### config.mk
export PLATFORM = sky130hd
export DESIGN_NAME = ov5640_cfg_top
export DESIGN_NICKNAME = d
export VERILOG_FILES = /design/src/logic/ov_cfg_pkg.sv /design/src/logic/ov_cfg_table.sv /design/src/logic/ov_cfg_sequencer.sv /design/src/logic/ov5640_cfg_top.sv
export SDC_FILE = /design/constraint.sdc
export NUM_CORES = 1
export LEC_CHECK = 0
export BUFFER_PORTS_ARGS = -buffer_cell sky130_fd_sc_hd__buf_2
export CAP_MARGIN = 15
export CORE_MARGIN = 8
export CORE_UTILIZATION = 53
export CTS_BUF_LIST = sky130_fd_sc_hd__clkbuf_8
export CTS_CLUSTER_SIZE = 24
export DETAILED_ROUTE_END_ITERATION = 6
export PLACE_DENSITY = 0.77
export SETUP_SLACK_MARGIN = 0.15
export SLEW_MARGIN = 20
export SYNTH_ARGS = -nofsm -noshare
export SYNTH_HDL_FRONTEND = slang
export SYNTH_SLANG_ARGS = --single-unit
### constraint.sdc
create_clock -name clk -period 2.9 [get_ports clk]
set_input_delay 0.29 -clock clk [delete_from_list [all_inputs] [get_ports clk]]
set_output_delay 0.29 -clock clk [all_outputs]
set_load 0.01 [all_outputs]
### src/logic/ov_cfg_pkg.sv
// Shared types for the OV5640 configuration path; the command index is sized to hold REG_NUM itself
`default_nettype none

package ov_cfg_pkg;

    // ************************************************************
    // Table geometry
    // ************************************************************
    localparam int REG_NUM      = 64;   // Entries in the command table
    localparam int NUM_ID_READS = 2;    // Leading chip ID reads
    localparam int IDX_W        = $clog2(REG_NUM + 1);

    typedef logic [IDX_W-1:0] reg_idx_t;    // Reaches REG_NUM after the last exec
    typedef logic [12:0]      dim_t;        // Frame dimension in pixels or lines
    typedef logic [15:0]      reg_addr_t;   // SCCB register address
    typedef logic [7:0]       reg_val_t;    // SCCB register value

    // Address in [23:8], value in [7:0]
    typedef logic [23:0]      cmd_word_t;

    // ************************************************************
    // Encodings
    // ************************************************************
    typedef enum logic [1:0] {
        ST_POWERUP,     // Sensor power-up wait
        ST_ISSUE,       // Exec strobe is high
        ST_WAIT_DONE,   // Command outstanding at the I2C master
        ST_DONE         // Table finished
    } cfg_state_e;

    // Source of the data byte of one table entry
    typedef enum logic [3:0] {
        FLD_FIXED,      // Constant from the table
        FLD_H_ACT_HI,   // {4'd0, cmos_h_pixel[11:8]}
        FLD_H_ACT_LO,   // cmos_h_pixel[7:0]
        FLD_V_ACT_HI,   // {5'd0, cmos_v_pixel[10:8]}
        FLD_V_ACT_LO,   // cmos_v_pixel[7:0]
        FLD_H_TOT_HI,   // {3'd0, total_h_pixel[12:8]}
        FLD_H_TOT_LO,   // total_h_pixel[7:0]
        FLD_V_TOT_HI,   // {3'd0, total_v_pixel[12:8]}
        FLD_V_TOT_LO    // total_v_pixel[7:0]
    } field_sel_e;

endpackage

`default_nettype wire

### src/logic/ov_cfg_table.sv
// Geometry inputs are sampled as their entry loads and must stay stable until init_done
`timescale 1ns/1ps
`default_nettype none

module ov_cfg_table (
    input  logic                  clk,
    input  logic                  rst_n,
    input  ov_cfg_pkg::reg_idx_t  index,
    input  ov_cfg_pkg::dim_t      cmos_h_pixel,     // Active width
    input  ov_cfg_pkg::dim_t      cmos_v_pixel,     // Active height
    input  ov_cfg_pkg::dim_t      total_h_pixel,    // Total width incl. blanking
    input  ov_cfg_pkg::dim_t      total_v_pixel,    // Total height incl. blanking
    output ov_cfg_pkg::cmd_word_t cmd_data
);
    import ov_cfg_pkg::*;

    reg_addr_t  entry_addr;
    reg_val_t   entry_val;
    field_sel_e entry_fld;
    reg_val_t   data_byte;

    // ************************************************************
    // Register table
    // ************************************************************
    always_comb begin
        entry_addr = '0;
        entry_val  = '0;
        entry_fld  = FLD_FIXED;
        case (index)
            // Chip ID, read back by the master
            7'd0  : {entry_addr, entry_val} = {16'h300a, 8'h00};
            7'd1  : {entry_addr, entry_val} = {16'h300b, 8'h00};
            // Soft reset, then power back on
            7'd2  : {entry_addr, entry_val} = {16'h3008, 8'h82};
            7'd3  : {entry_addr, entry_val} = {16'h3008, 8'h02};
            7'd4  : {entry_addr, entry_val} = {16'h3103, 8'h02};   // System clock from PLL
            7'd5  : {entry_addr, entry_val} = {16'h3017, 8'hff};   // Pad output enables
            7'd6  : {entry_addr, entry_val} = {16'h3018, 8'hff};
            7'd7  : {entry_addr, entry_val} = {16'h3037, 8'h13};   // PLL root divider
            7'd8  : {entry_addr, entry_val} = {16'h3108, 8'h01};
            7'd9  : {entry_addr, entry_val} = {16'h3035, 8'h21};   // Sys clock divider
            7'd10 : {entry_addr, entry_val} = {16'h3036, 8'h69};   // PLL multiplier
            // Analog and core setup
            7'd11 : {entry_addr, entry_val} = {16'h3630, 8'h36};
            7'd12 : {entry_addr, entry_val} = {16'h3631, 8'h0e};
            7'd13 : {entry_addr, entry_val} = {16'h3632, 8'he2};
            7'd14 : {entry_addr, entry_val} = {16'h3633, 8'h12};
            7'd15 : {entry_addr, entry_val} = {16'h3621, 8'he0};
            7'd16 : {entry_addr, entry_val} = {16'h3704, 8'ha0};
            7'd17 : {entry_addr, entry_val} = {16'h3703, 8'h5a};
            7'd18 : {entry_addr, entry_val} = {16'h3715, 8'h78};
            7'd19 : {entry_addr, entry_val} = {16'h3717, 8'h01};
            7'd20 : {entry_addr, entry_val} = {16'h370b, 8'h60};
            7'd21 : {entry_addr, entry_val} = {16'h3705, 8'h1a};
            7'd22 : {entry_addr, entry_val} = {16'h3905, 8'h02};
            7'd23 : {entry_addr, entry_val} = {16'h3906, 8'h10};
            7'd24 : {entry_addr, entry_val} = {16'h3901, 8'h0a};
            7'd25 : {entry_addr, entry_val} = {16'h3731, 8'h12};
            7'd26 : {entry_addr, entry_val} = {16'h302d, 8'h60};
            7'd27 : {entry_addr, entry_val} = {16'h3620, 8'h52};
            7'd28 : {entry_addr, entry_val} = {16'h371b, 8'h20};
            7'd29 : {entry_addr, entry_val} = {16'h471c, 8'h50};
            // AEC window and limits
            7'd30 : {entry_addr, entry_val} = {16'h3a13, 8'h43};
            7'd31 : {entry_addr, entry_val} = {16'h3a18, 8'h00};   // Gain ceiling
            7'd32 : {entry_addr, entry_val} = {16'h3a19, 8'hf8};
            7'd33 : {entry_addr, entry_val} = {16'h3a0f, 8'h30};   // Stable range in
            7'd34 : {entry_addr, entry_val} = {16'h3a10, 8'h28};
            7'd35 : {entry_addr, entry_val} = {16'h3a1b, 8'h30};   // Stable range out
            7'd36 : {entry_addr, entry_val} = {16'h3a1e, 8'h26};
            7'd37 : {entry_addr, entry_val} = {16'h3a11, 8'h60};   // Fast zone
            7'd38 : {entry_addr, entry_val} = {16'h3a1f, 8'h14};
            // Output format
            7'd39 : {entry_addr, entry_val} = {16'h4300, 8'h61};   // RGB565
            7'd40 : {entry_addr, entry_val} = {16'h501f, 8'h01};   // ISP RGB path
            7'd41 : {entry_addr, entry_val} = {16'h5000, 8'ha7};   // ISP enables
            // Timing window
            7'd42 : {entry_addr, entry_val} = {16'h3820, 8'h46};
            7'd43 : {entry_addr, entry_val} = {16'h3821, 8'h01};
            7'd44 : {entry_addr, entry_val} = {16'h3814, 8'h31};   // Subsample steps
            7'd45 : {entry_addr, entry_val} = {16'h3815, 8'h31};
            7'd46 : {entry_addr, entry_val} = {16'h3806, 8'h06};   // Window end Y
            7'd47 : {entry_addr, entry_val} = {16'h3807, 8'ha9};
            // DVP output size and total size come from the live ports
            7'd48 : begin
                {entry_addr, entry_val} = {16'h3808, 8'h00};
                entry_fld = FLD_H_ACT_HI;
            end
            7'd49 : begin
                {entry_addr, entry_val} = {16'h3809, 8'h00};
                entry_fld = FLD_H_ACT_LO;
            end
            7'd50 : begin
                {entry_addr, entry_val} = {16'h380a, 8'h00};
                entry_fld = FLD_V_ACT_HI;
            end
            7'd51 : begin
                {entry_addr, entry_val} = {16'h380b, 8'h00};
                entry_fld = FLD_V_ACT_LO;
            end
            7'd52 : begin
                {entry_addr, entry_val} = {16'h380c, 8'h00};
                entry_fld = FLD_H_TOT_HI;
            end
            7'd53 : begin
                {entry_addr, entry_val} = {16'h380d, 8'h00};
                entry_fld = FLD_H_TOT_LO;
            end
            7'd54 : begin
                {entry_addr, entry_val} = {16'h380e, 8'h00};
                entry_fld = FLD_V_TOT_HI;
            end
            7'd55 : begin
                {entry_addr, entry_val} = {16'h380f, 8'h00};
                entry_fld = FLD_V_TOT_LO;
            end
            7'd56 : {entry_addr, entry_val} = {16'h3813, 8'h04};   // Y offset
            7'd57 : {entry_addr, entry_val} = {16'h4837, 8'h22};   // DVP PCLK divider
            7'd58 : {entry_addr, entry_val} = {16'h3824, 8'h04};
            7'd59 : {entry_addr, entry_val} = {16'h503d, 8'h00};   // Test pattern off
            // Strobe pad, pulse then release
            7'd60 : {entry_addr, entry_val} = {16'h3016, 8'h02};
            7'd61 : {entry_addr, entry_val} = {16'h301c, 8'h02};
            7'd62 : {entry_addr, entry_val} = {16'h3019, 8'h02};
            7'd63 : {entry_addr, entry_val} = {16'h3019, 8'h00};
            default : ;     // Index REG_NUM after the last exec, output is never issued
        endcase
    end

    // Geometry slices, high parts zero padded
    always_comb begin
        case (entry_fld)
            FLD_H_ACT_HI : data_byte = {4'd0, cmos_h_pixel[11:8]};
            FLD_H_ACT_LO : data_byte = cmos_h_pixel[7:0];
            FLD_V_ACT_HI : data_byte = {5'd0, cmos_v_pixel[10:8]};
            FLD_V_ACT_LO : data_byte = cmos_v_pixel[7:0];
            FLD_H_TOT_HI : data_byte = {3'd0, total_h_pixel[12:8]};
            FLD_H_TOT_LO : data_byte = total_h_pixel[7:0];
            FLD_V_TOT_HI : data_byte = {3'd0, total_v_pixel[12:8]};
            FLD_V_TOT_LO : data_byte = total_v_pixel[7:0];
            default      : data_byte = entry_val;
        endcase
    end

    always_ff @(posedge clk or negedge rst_n) begin
        if (!rst_n) begin
            cmd_data <= '0;
        end else begin
            cmd_data <= {entry_addr, data_byte};    // Valid one cycle after index
        end
    end

    // Live fields only ever feed the DVP size registers
    a_fld_addr : assert property (@(posedge clk) disable iff (!rst_n)
        (entry_fld != FLD_FIXED) |-> (entry_addr inside {[16'h3808 : 16'h380f]}));

endmodule

`default_nettype wire

### src/logic/ov_cfg_sequencer.sv
// No timeout on the I2C done pulse and POWERUP_CYCLES must be at least 1
`timescale 1ns/1ps
`default_nettype none

module ov_cfg_sequencer #(
    parameter int POWERUP_CYCLES = 5000     // 5 ms at 1 MHz
) (
    input  logic                 clk,
    input  logic                 rst_n,
    input  logic                 cmd_done,   // One-cycle completion from the master
    output ov_cfg_pkg::reg_idx_t index,
    output logic                 cmd_exec,
    output logic                 cmd_rd,     // 1 for the ID reads
    output logic                 init_done
);
    import ov_cfg_pkg::*;

    localparam int              PU_W     = $clog2(POWERUP_CYCLES + 1);
    localparam logic [PU_W-1:0] PU_LAST  = PU_W'(POWERUP_CYCLES - 1);
    localparam reg_idx_t        LAST_IDX = reg_idx_t'(REG_NUM);

    cfg_state_e      state;
    logic [PU_W-1:0] pu_cnt;

    // ************************************************************
    // Command FSM
    // ************************************************************
    always_ff @(posedge clk or negedge rst_n) begin
        if (!rst_n) begin
            state     <= ST_POWERUP;
            pu_cnt    <= '0;
            index     <= '0;
            cmd_exec  <= 1'b0;
            init_done <= 1'b0;
        end else begin
            cmd_exec <= 1'b0;   // Strobe by default
            case (state)
                ST_POWERUP: begin
                    // First exec rises on the POWERUP_CYCLES-th edge
                    if (pu_cnt == PU_LAST) begin
                        cmd_exec <= 1'b1;
                        state    <= ST_ISSUE;
                    end else begin
                        pu_cnt <= pu_cnt + 1'b1;
                    end
                end
                ST_ISSUE: begin
                    // Master has captured the word, move on to the next entry
                    index <= index + 1'b1;
                    state <= ST_WAIT_DONE;
                end
                ST_WAIT_DONE: begin
                    if (cmd_done) begin
                        if (index == LAST_IDX) begin
                            init_done <= 1'b1;
                            state     <= ST_DONE;
                        end else begin
                            cmd_exec <= 1'b1;
                            state    <= ST_ISSUE;
                        end
                    end
                end
                ST_DONE: begin
                    init_done <= 1'b1;  // Stray done pulses are ignored here
                end
                default: begin
                    state <= ST_POWERUP;
                end
            endcase
        end
    end

    // Direction follows the index, settled well before each exec
    always_ff @(posedge clk or negedge rst_n) begin
        if (!rst_n) begin
            cmd_rd <= 1'b1;
        end else begin
            cmd_rd <= (index < NUM_ID_READS);
        end
    end

    // ************************************************************
    // Checks
    // ************************************************************
    a_exec_pulse : assert property (@(posedge clk) disable iff (!rst_n)
        cmd_exec |=> !cmd_exec);

    a_index_range : assert property (@(posedge clk) disable iff (!rst_n)
        index <= LAST_IDX);

    // Completion is sticky until the next reset
    a_done_sticky : assert property (@(posedge clk) disable iff (!rst_n)
        init_done |=> init_done);

endmodule

`default_nettype wire

### src/logic/ov5640_cfg_top.sv
// OV5640 power-up register loader for an external I2C master; geometry inputs must hold until init_done
`timescale 1ns/1ps
`default_nettype none

module ov5640_cfg_top #(
    parameter int POWERUP_CYCLES = 5000     // Sensor power-up wait in clk cycles
) (
    input  logic                  clk,
    input  logic                  rst_n,
    input  ov_cfg_pkg::dim_t      cmos_h_pixel,
    input  ov_cfg_pkg::dim_t      cmos_v_pixel,
    input  ov_cfg_pkg::dim_t      total_h_pixel,
    input  ov_cfg_pkg::dim_t      total_v_pixel,
    input  logic                  i2c_done,
    output logic                  i2c_exec,
    output ov_cfg_pkg::cmd_word_t i2c_data,     // {addr[15:0], value[7:0]}
    output logic                  i2c_rh_wl,    // 1 read, 0 write
    output logic                  init_done
);
    import ov_cfg_pkg::*;

    reg_idx_t cmd_index;    // Sequencer to table

    // ************************************************************
    // Sequencer and register table
    // ************************************************************
    ov_cfg_sequencer #(
        .POWERUP_CYCLES (POWERUP_CYCLES)
    ) u_seq (
        .clk       (clk),
        .rst_n     (rst_n),
        .cmd_done  (i2c_done),
        .index     (cmd_index),
        .cmd_exec  (i2c_exec),
        .cmd_rd    (i2c_rh_wl),
        .init_done (init_done)
    );

    // Registered word, stable by the time of each exec
    ov_cfg_table u_table (
        .clk           (clk),
        .rst_n         (rst_n),
        .index         (cmd_index),
        .cmos_h_pixel  (cmos_h_pixel),
        .cmos_v_pixel  (cmos_v_pixel),
        .total_h_pixel (total_h_pixel),
        .total_v_pixel (total_v_pixel),
        .cmd_data      (i2c_data)
    );

endmodule

`default_nettype wire

==> results of run 1 <==
[cell families after synthesis]
family / Yosys count
XOR/XNOR: 21
flip-flops: 46
buffers and inverters: 62
other: 1
adder cells (fa/ha/maj): 9
AND/OR/NAND/NOR: 237
AO/OA/AOI/OAI: 136
multiplexers: 8
[placed cells by master (no fill, tap or decap), drive strengths merged, types with 7 or more instances in the layout]
| master | netlist | routed |
|---|---|---|
| inv | 11 | 12 |
| xnor2 | 13 | 13 |
| nor2b | 13 | 13 |
| nor3 | 18 | 18 |
| nor2 | 28 | 28 |
| a22oi | 9 | 9 |
| dfrtp | 45 | 45 |
| and3 | 9 | 9 |
| a21oi | 27 | 27 |
| nand2b | 12 | 12 |
| nor4 | 11 | 11 |
| o21ai | 26 | 26 |
| xor2 | 8 | 8 |
| nand2 | 57 | 57 |
| buf | 46 | 129 |
| o211ai | 7 | 7 |
| ha | 9 | 9 |
| nand3 | 25 | 25 |
| nand4 | 13 | 13 |
[worst paths after layout]
| kind | endpoint | slack, ns | from |
|---|---|---|---|
| worst max-delay path | u_table.cmd_data[2] | 0.24 | u_seq.index[1] |
| worst min-delay path | u_seq.pu_cnt[7] | -0.01 | rst_n |
| max in group asynchronous | u_table.cmd_data[3] | 2.51 | rst_n |
| worst min register to register | u_seq.pu_cnt[12] | 0.48 | u_seq.pu_cnt[12] |
| worst max register to register | u_table.cmd_data[2] | 0.24 | u_seq.index[1] |
| min in group clk | u_seq.cmd_exec | 0.25 | i2c_done |
[state kept, by name, indices dropped and copies added, names as in the netlist]
name and cells:
u_seq.cmd_exec 1, u_table.cmd_data 21, u_seq.pu_cnt 13, u_seq.state 2, u_seq.cmd_rd 1, u_seq.init_done 1, u_seq.index 7
[power groups by stage]
stage / Combinational [µW] / Sequential [µW] / Clock (µW)
after CTS: 58.3 / 641 / 432
after floorplan: 12.4 / 654 / 0
after global placement: 55.4 / 654 / 0
after detailed placement: 58.1 / 654 / 0
final: 59.1 / 641 / 428
after global routing: 65.7 / 641 / 461
[layout make-up]
cell class | instances | area, µm²
clock inverter | 3 | 23.77
inverter | 11 | 41.29
sequential | 46 | 1152
multi-input combinational | 414 | 2744
timing repair buffer | 129 | 808.3
fill | 699 | 2761
clock buffer | 5 | 68.82
tap | 102 | 127.6
[through the flow]
step | power [µW] | area [µm²] | worst slack, ns | hold slack, ns
floorplan | 666.1 | 4214 | 0.7543 | -0.005591
global placement | 708.9 | 4856 | 0.2855 | 0.4587
detailed placement | 711.7 | 4856 | 0.1463 | 0.4657
CTS | 1132 | 4951 | 0.2055 | 0.1974
global route | 1167 | 4966 | 0.09753 | 0.02622
finish | 1128 | 4966 | 0.2387 | -0.01411
[layer usage]
layer	wire, µm	vias up	track usage
met3	1901	81	0.06450
met4	773	0	0.1315
li1	-	2107	-
met2	7467	381	0.4570
met5	0	-	0
met1	6520	2270	0.3818
[cells in the mapped netlist, types with 4 or more instances]
cell,n
nand2_1,57
dfrtp_1,45
a21oi_1,26
buf_2,26
nor2_1,26
nand3_1,25
o21ai_0,19
nor3_1,17
nand4_1,13
nor2b_1,13
xnor2_1,13
buf_4,12
nand2b_1,12
inv_1,10
nor4_1,10
and3_1,9
ha_1,9
xor2_1,8
a22oi_1,7
o211ai_1,7
a211oi_1,6
and2_1,6
mux2i_1,6
o21ai_1,6
a31oi_1,5
buf_1,5
clkbuf_1,5
nor3b_1,5
nor4bb_1,5
or3_1,5
o221ai_1,4
o22ai_1,4
or3b_1,4
[what timing repair did]
item,in CTS,in global routing
gates cloned,0,0
endpoints found under the setup margin,2,8
gates resized for setup,1,4
hold endpoints to repair,0,0
==> results.rst, run 1 <==
.. list-table::
   :header-rows: 1

   * - Metric
     - Value
   * - Crit start category
     - flip-flop
   * - Library cell with the largest summed area after synthesis
     - dfrtp_1
   * - Initial antenna violation count
     - 0
   * - Sequential fraction of design power
     - 0.568
   * - P per Cell Area
     - 227.1 nW/µm²
   * - Placeable Area
     - 7727 µm²
   * - CTS root buf
     - clkbuf_8
   * - Post-synthesis share of cell area spent on and, or, nand and nor gates
     - 0.3209
   * - Final worst-path cycle share
     - 0.9177
   * - Detailed router's first-iteration violation count
     - 610
   * - Number of max-slew violations in the final report
     - 0
   * - Compound-Gate Fraction of Synth Area
     - 0.2350
   * - FP Rows
     - 32
   * - Post-synthesis mux area share
     - 0.01963
   * - Classification of the worst-slack hold path
     - input pin to async pin
   * - Library cell contributing the largest single delay on the critical path
     - a2111oi_0
   * - CTS tree
     - done
   * - Peak per-stage delay on the critical path
     - 0.49 ns
   * - Endpoint class of the critical path
     - flip-flop
   * - Buffer and inverter count on the worst path
     - 1
   * - Vias in the first global route
     - 4,679
   * - Routed WL
     - 16.66 mm
   * - Largest net degree at the start of global routing
     - 47
   * - Cell internal pwr
     - 843.4 µW
   * - Synthesized-area fraction occupied by adder cells
     - 0.02677
   * - Die footprint
     - 11,040 µm²
   * - Critical Setup Path Class
     - flip-flop to flip-flop
   * - Proportion of power drawn by combinational gates
     - 0.052
   * - Layout cell share with drive strength beyond 1
     - 0.2664
   * - Number of cells on the worst reg-to-reg path
     - 7
   * - Global-route wire length before repair
     - 26.22 mm
   * - Total global-route track usage
     - 0.2941
   * - Die boundary height
     - 105.1 µm
   * - Ys async rst share
     - 1.000
   * - Number of clock buffers inserted by TritonCTS
     - 5
   * - Signal arrival time at the worst endpoint
     - 2.83 ns
   * - Synth Cell Area
     - 4207 µm²
   * - Critical path depth
     - 7
   * - Number of synthesized register bits
     - 46
   * - Leading register cell type out of synthesis
     - dfrtp_1
   * - Residual antenna-violating net count after detailed routing
     - 0
   * - Required time at the endpoint of the critical path
     - 3.07 ns
   * - Number of max-cap violations
     - 0
   * - Placed Instances
     - 702
   * - Final setup fails
     - 0
   * - Drt first pass iters
     - 5
   * - Static leakage
     - 0.002333 µW
   * - Maximum level of the CTS H-tree
     - 2
   * - Result of the run
     - finished with violations
   * - Switching share of total power
     - 0.2521
   * - Final hold violation count
     - 27
   * - Total I/O pin count
     - 82
   * - Number of synthesized flops with an enable pin
     - 0
   * - Total via count after detailed routing
     - 4,839
   * - GP Congestion
     - 1.066
   * - Final Core Density
     - 0.6426
   * - Unique cell type count in the Yosys netlist
     - 90
   * - Synth Instances
     - 520
   * - Clock input transition at the sequential cells of the worst setup and hold paths
     - 0.10 ns
   * - Achievable clock frequency
     - 375.8 MHz
   * - Delay-heaviest family, CP
     - simple AND/OR/NAND/NOR gates
   * - Synthesized area per cell
     - 8.089 µm²
   * - Synthesized-area fraction occupied by xor and xnor cells
     - 0.04372
   * - Transition at the pin with the smallest max-transition slack
     - 0.8248 ns
   * - Area added between synthesis and finish
     - 18.05%
   * - Effective utilization at floorplan
     - 0.5444
   * - Number of hold buffers added after CTS
     - 0
   * - Period minus WS final
     - 2.661 ns
   * - Worst slack on hold paths
     - -0.01411 ns
   * - Violations in the final reports
     - negative hold slack
   * - Sum of overflow across all layers after global routing
     - 0
   * - Worst Path Max Fanout
     - 13
   * - Maximum clock skew at final layout
     - 0.003265 ns
   * - VDD IR-drop max
     - 0.1691 mV
   * - Vias/cell
     - 6.815
   * - Final HPWL DP
     - 12.82 mm
   * - RSZ-0062 raised after global routing
     - true
   * - Cells along the critical path
     - inv_1, ha_2, or3_1, a21oi_4, a2111oi_0, nor4_1, or4_1
   * - Worst relative slew slack
     - 0.4487
   * - Share of Yosys cell area claimed by the top area cell type
     - 0.2677
   * - Post-CTS setup buffer count
     - 0
   * - Count of input and output buffers
     - 75
   * - Post-route DRC
     - 0
   * - TritonCTS Sinks
     - 46
   * - Routed wire length per instance
     - 23.47 µm
   * - Largest family of logic cells by synthesized area
     - simple AND/OR/NAND/NOR gates
   * - Sequential share of the synthesized area
     - 0.2739
   * - Number of nets in the finished design
     - 671
   * - Setup TNS
     - 0 ns
   * - Die extent in x
     - 105.1 µm
   * - Part of the total power dissipated in the clock network
     - 0.379
   * - Clk_lat worst skew
     - 0.30 ns
   * - Most area-consuming cells after synthesis
     - dfrtp_1 27%, nand2_1 5.1%, a21oi_1 3.1%
   * - Final non-filler cell total
     - 710
   * - Maximum clock insertion buffer count
     - 2
   * - Synth warn
     - 0
   * - Ant. Diodes
     - 0
   * - Switching power
     - 284.3 µW
No activity file was read; power rests on OpenSTA's default activity.
==> run 2: changes to the inputs <==
--- a/config.mk
+++ b/config.mk
@@ -8,11 +8,10 @@
 export BUFFER_PORTS_ARGS = -buffer_cell sky130_fd_sc_hd__buf_2
 export CAP_MARGIN = 15
 export CORE_MARGIN = 8
-export CORE_UTILIZATION = 53
+export CORE_UTILIZATION = 40
 export CTS_BUF_LIST = sky130_fd_sc_hd__clkbuf_8
 export CTS_CLUSTER_SIZE = 24
 export DETAILED_ROUTE_END_ITERATION = 6
-export PLACE_DENSITY = 0.77
 export SETUP_SLACK_MARGIN = 0.15
 export SLEW_MARGIN = 20
 export SYNTH_ARGS = -nofsm -noshare
==> results.rst, run 2 (synthesis results as in run 1) <==
.. list-table::
   :header-rows: 1

   * - Metric
     - Value
   * - Transition at the pin with the smallest max-transition slack
     - 0.8828 ns (+0.05796 ns)
   * - RSZ-0062 raised after global routing
     - false
   * - Setup TNS
     - 0 ns (unchanged)
   * - Sequential fraction of design power
     - 0.580 (+0.012)
   * - Final worst-path cycle share
     - 0.9057 (-0.01205)
   * - Required time at the endpoint of the critical path
     - 3.09 ns (+0.02 ns)
   * - Ant. Diodes
     - 0 (unchanged)
   * - Number of max-cap violations
     - 0 (unchanged)
   * - Layout cell share with drive strength beyond 1
     - 0.2504 (-0.01603)
   * - FP Rows
     - 37 (+16%)
   * - VDD IR-drop max
     - 0.1472 mV (-13%)
   * - Final HPWL DP
     - 13.05 mm (+1.8%)
   * - Vias in the first global route
     - 4,500 (-3.8%)
   * - Clk_lat worst skew
     - 0.32 ns (+0.02 ns)
   * - Library cell contributing the largest single delay on the critical path
     - or4_1
   * - TritonCTS Sinks
     - 46 (unchanged)
   * - Number of flip-flops in the largest register
     - 21 (unchanged)
   * - Final setup fails
     - 0 (unchanged)
   * - Period minus WS final
     - 2.626 ns (-0.03495 ns)
   * - Routed WL
     - 16.83 mm (+0.98%)
   * - Post-CTS setup buffer count
     - 0 (unchanged)
   * - Residual antenna-violating net count after detailed routing
     - 0 (unchanged)
   * - Violations in the final reports
     - negative hold slack
   * - Endpoint class of the critical path
     - flip-flop
   * - Die footprint
     - 14,050 µm² (+27%)
   * - Initial antenna violation count
     - 0 (unchanged)
   * - Crit start category
     - flip-flop
   * - Delay-heaviest family, CP
     - simple AND/OR/NAND/NOR gates
   * - Number of clock buffers inserted by TritonCTS
     - 5 (unchanged)
   * - Routed wire length per instance
     - 22.89 µm (-2.5%)
   * - Critical Setup Path Class
     - flip-flop to flip-flop
   * - Switching power
     - 268.0 µW (-5.8%)
   * - Cell internal pwr
     - 837.3 µW (-0.72%)
   * - Worst relative slew slack
     - 0.4103 (-0.03841)
   * - Worst slack on hold paths
     - -0.02430 ns (-0.01019 ns)
   * - Post-route DRC
     - 0 (unchanged)
   * - Worst Path Max Fanout
     - 7 (-6)
   * - Commonest cells after routing, fill and taps aside
     - 74 x buf_2, 57 x nand2_1, 45 x dfrtp_1
   * - Effective utilization at floorplan
     - 0.4093 (-0.1351)
   * - Cells along the critical path
     - inv_1, ha_1, buf_4, nor4b_1, and2_1, nor3_1, o2111ai_1, or4_1
   * - Fill count
     - 1,080 (+55%)
   * - Number of max-slew violations in the final report
     - 0 (unchanged)
   * - Area added between synthesis and finish
     - 17.49%
   * - Result of the run
     - finished with violations
   * - Die extent in x
     - 118.6 µm (+13%)
   * - Buffer and inverter count on the worst path
     - 2 (+1)
   * - Total power
     - 1105 µW (-2.0%)
   * - Drt first pass iters
     - 5 (unchanged)
   * - P per Cell Area
     - 223.6 nW/µm² (-1.5%)
   * - GP Congestion
     - 0.9718 (-8.9%)
   * - Achievable clock frequency
     - 380.8 MHz (+1.3%)
   * - CTS tree
     - done
   * - Count of input and output buffers
     - 75 (unchanged)
   * - Largest net degree at the start of global routing
     - 47 (unchanged)
   * - Vias/cell
     - 6.264 (-8.1%)
   * - Final hold violation count
     - 45 (+67%)
   * - Switching share of total power
     - 0.2425 (-0.009685)
   * - Global-route wire length before repair
     - 26.09 mm (-0.50%)
   * - Top register by number of flip-flops
     - u_table.cmd_data
   * - Signal arrival time at the worst endpoint
     - 2.81 ns (-0.02 ns)
   * - Maximum clock insertion buffer count
     - 2 (unchanged)
   * - Total I/O pin count
     - 82 (unchanged)
   * - Number of nets in the finished design
     - 662 (-1.3%)
   * - Top Registers
     - u_table.cmd_data (21), u_seq.pu_cnt (13), u_seq.index (7)
   * - Part of the total power dissipated in the clock network
     - 0.368 (-0.011)
   * - Maximum clock skew at final layout
     - 0.01364 ns (+0.01038 ns)
   * - Most common library cell in the layout ignoring fill and taps
     - buf_2
   * - Sum of overflow across all layers after global routing
     - 0 (unchanged)
   * - Final Core Density
     - 0.4809 (-0.1618)
   * - Total global-route track usage
     - 0.2341 (-0.06000)
   * - Detailed router's first-iteration violation count
     - 475 (-22%)
   * - Maximum level of the CTS H-tree
     - 2 (unchanged)
   * - Clock input transition at the sequential cells of the worst setup and hold paths
     - 0.10 ns (about the same)
   * - Die boundary height
     - 118.6 µm (+13%)
   * - Placeable Area
     - 10,280 µm² (+33%)
   * - Proportion of power drawn by combinational gates
     - 0.052 (about the same)
   * - Peak per-stage delay on the critical path
     - 0.48 ns (about the same)
   * - Classification of the worst-slack hold path
     - input pin to async pin
   * - Static leakage
     - 0.002298 µW (-1.5%)
   * - CTS root buf
     - clkbuf_8
   * - Total via count after detailed routing
     - 4,604 (-4.9%)
run 2: changes by cell type in the layout (fill, tap and decap cells not counted), sizes merged:
cell,before,now
clkinvlp,2,0
buf,129,120
clkinv,0,2
run 2: final cells by class:
class                      count  area, µm²  area share
sequential                    46       1152      0.2332
timing repair buffer         120      753.2      0.1524
inverter                      11      41.29    0.008354
clock buffer                   5      68.82     0.01392
tap                          136      170.2     0.03443
multi-input combinational    414       2739      0.5542
clock inverter                 3      17.52    0.003544
run 2: final timing paths:
check | start | end | slack (ns) | depth (start not counted)
worst max-delay path | u_seq.index[1] | u_table.cmd_data[5] | 0.27 | 8
worst min-delay path | rst_n | u_seq.pu_cnt[12] | -0.02 | 1
worst max register to register | u_seq.index[1] | u_table.cmd_data[5] | 0.27 | 8
worst min register to register | u_seq.pu_cnt[12] | u_seq.pu_cnt[12] | 0.49 | 1
max in group asynchronous | rst_n | u_table.cmd_data[10] | 2.53 | 1
min in group clk | i2c_done | u_seq.cmd_exec | 0.25 | 3
run 2: worst reg2reg max path, stage by stage (launching register included):
cell and delay (ns):
dfrtp_1 0.47, inv_1 0.11, ha_1 0.28, buf_4 0.20
nor4b_1 0.18, and2_1 0.27, nor3_1 0.34, o2111ai_1 0.16
or4_1 0.48
run 2: metrics by stage:
step	std cells	setup WS [ns]	area, µm²	hold WS, ns
after floorplan	522	0.7543	4214	-0.005591
after global placement	727	0.3482	4843	0.4534
after detailed placement	727	0.3280	4843	0.4781
after CTS	735	0.2830	4930	0.1940
after global routing	735	0.1705	4942	0.02393
final	735	0.2736	4942	-0.02430
run 2: what timing repair did:
item	CTS	global route
hold buffers	0	0
setup endpoints to repair	0	4
resized for setup	0	3
run 2: power groups by stage:
stage	logic [µW]	clock network [µW]	registers, µW
2_1_floorplan	12.4	0	654
5_1_grt	65.5	441	641
3_5_place_dp	57.8	0	654
3_3_place_gp	56.0	0	654
4_1_cts	58.0	419	641
6_report	57.4	407	641
run 2: metal layers:
| layer | vias up | GRT usage | part of all wire |
|---|---|---|---|
| met4 | 0 | 0.09486 | 0.035 |
| met1 | 2213 | 0.3130 | 0.42 |
| met2 | 248 | 0.3568 | 0.45 |
| li1 | 2102 | - | - |
| met3 | 41 | 0.05331 | 0.092 |
| met5 | - | 0 | 0 |
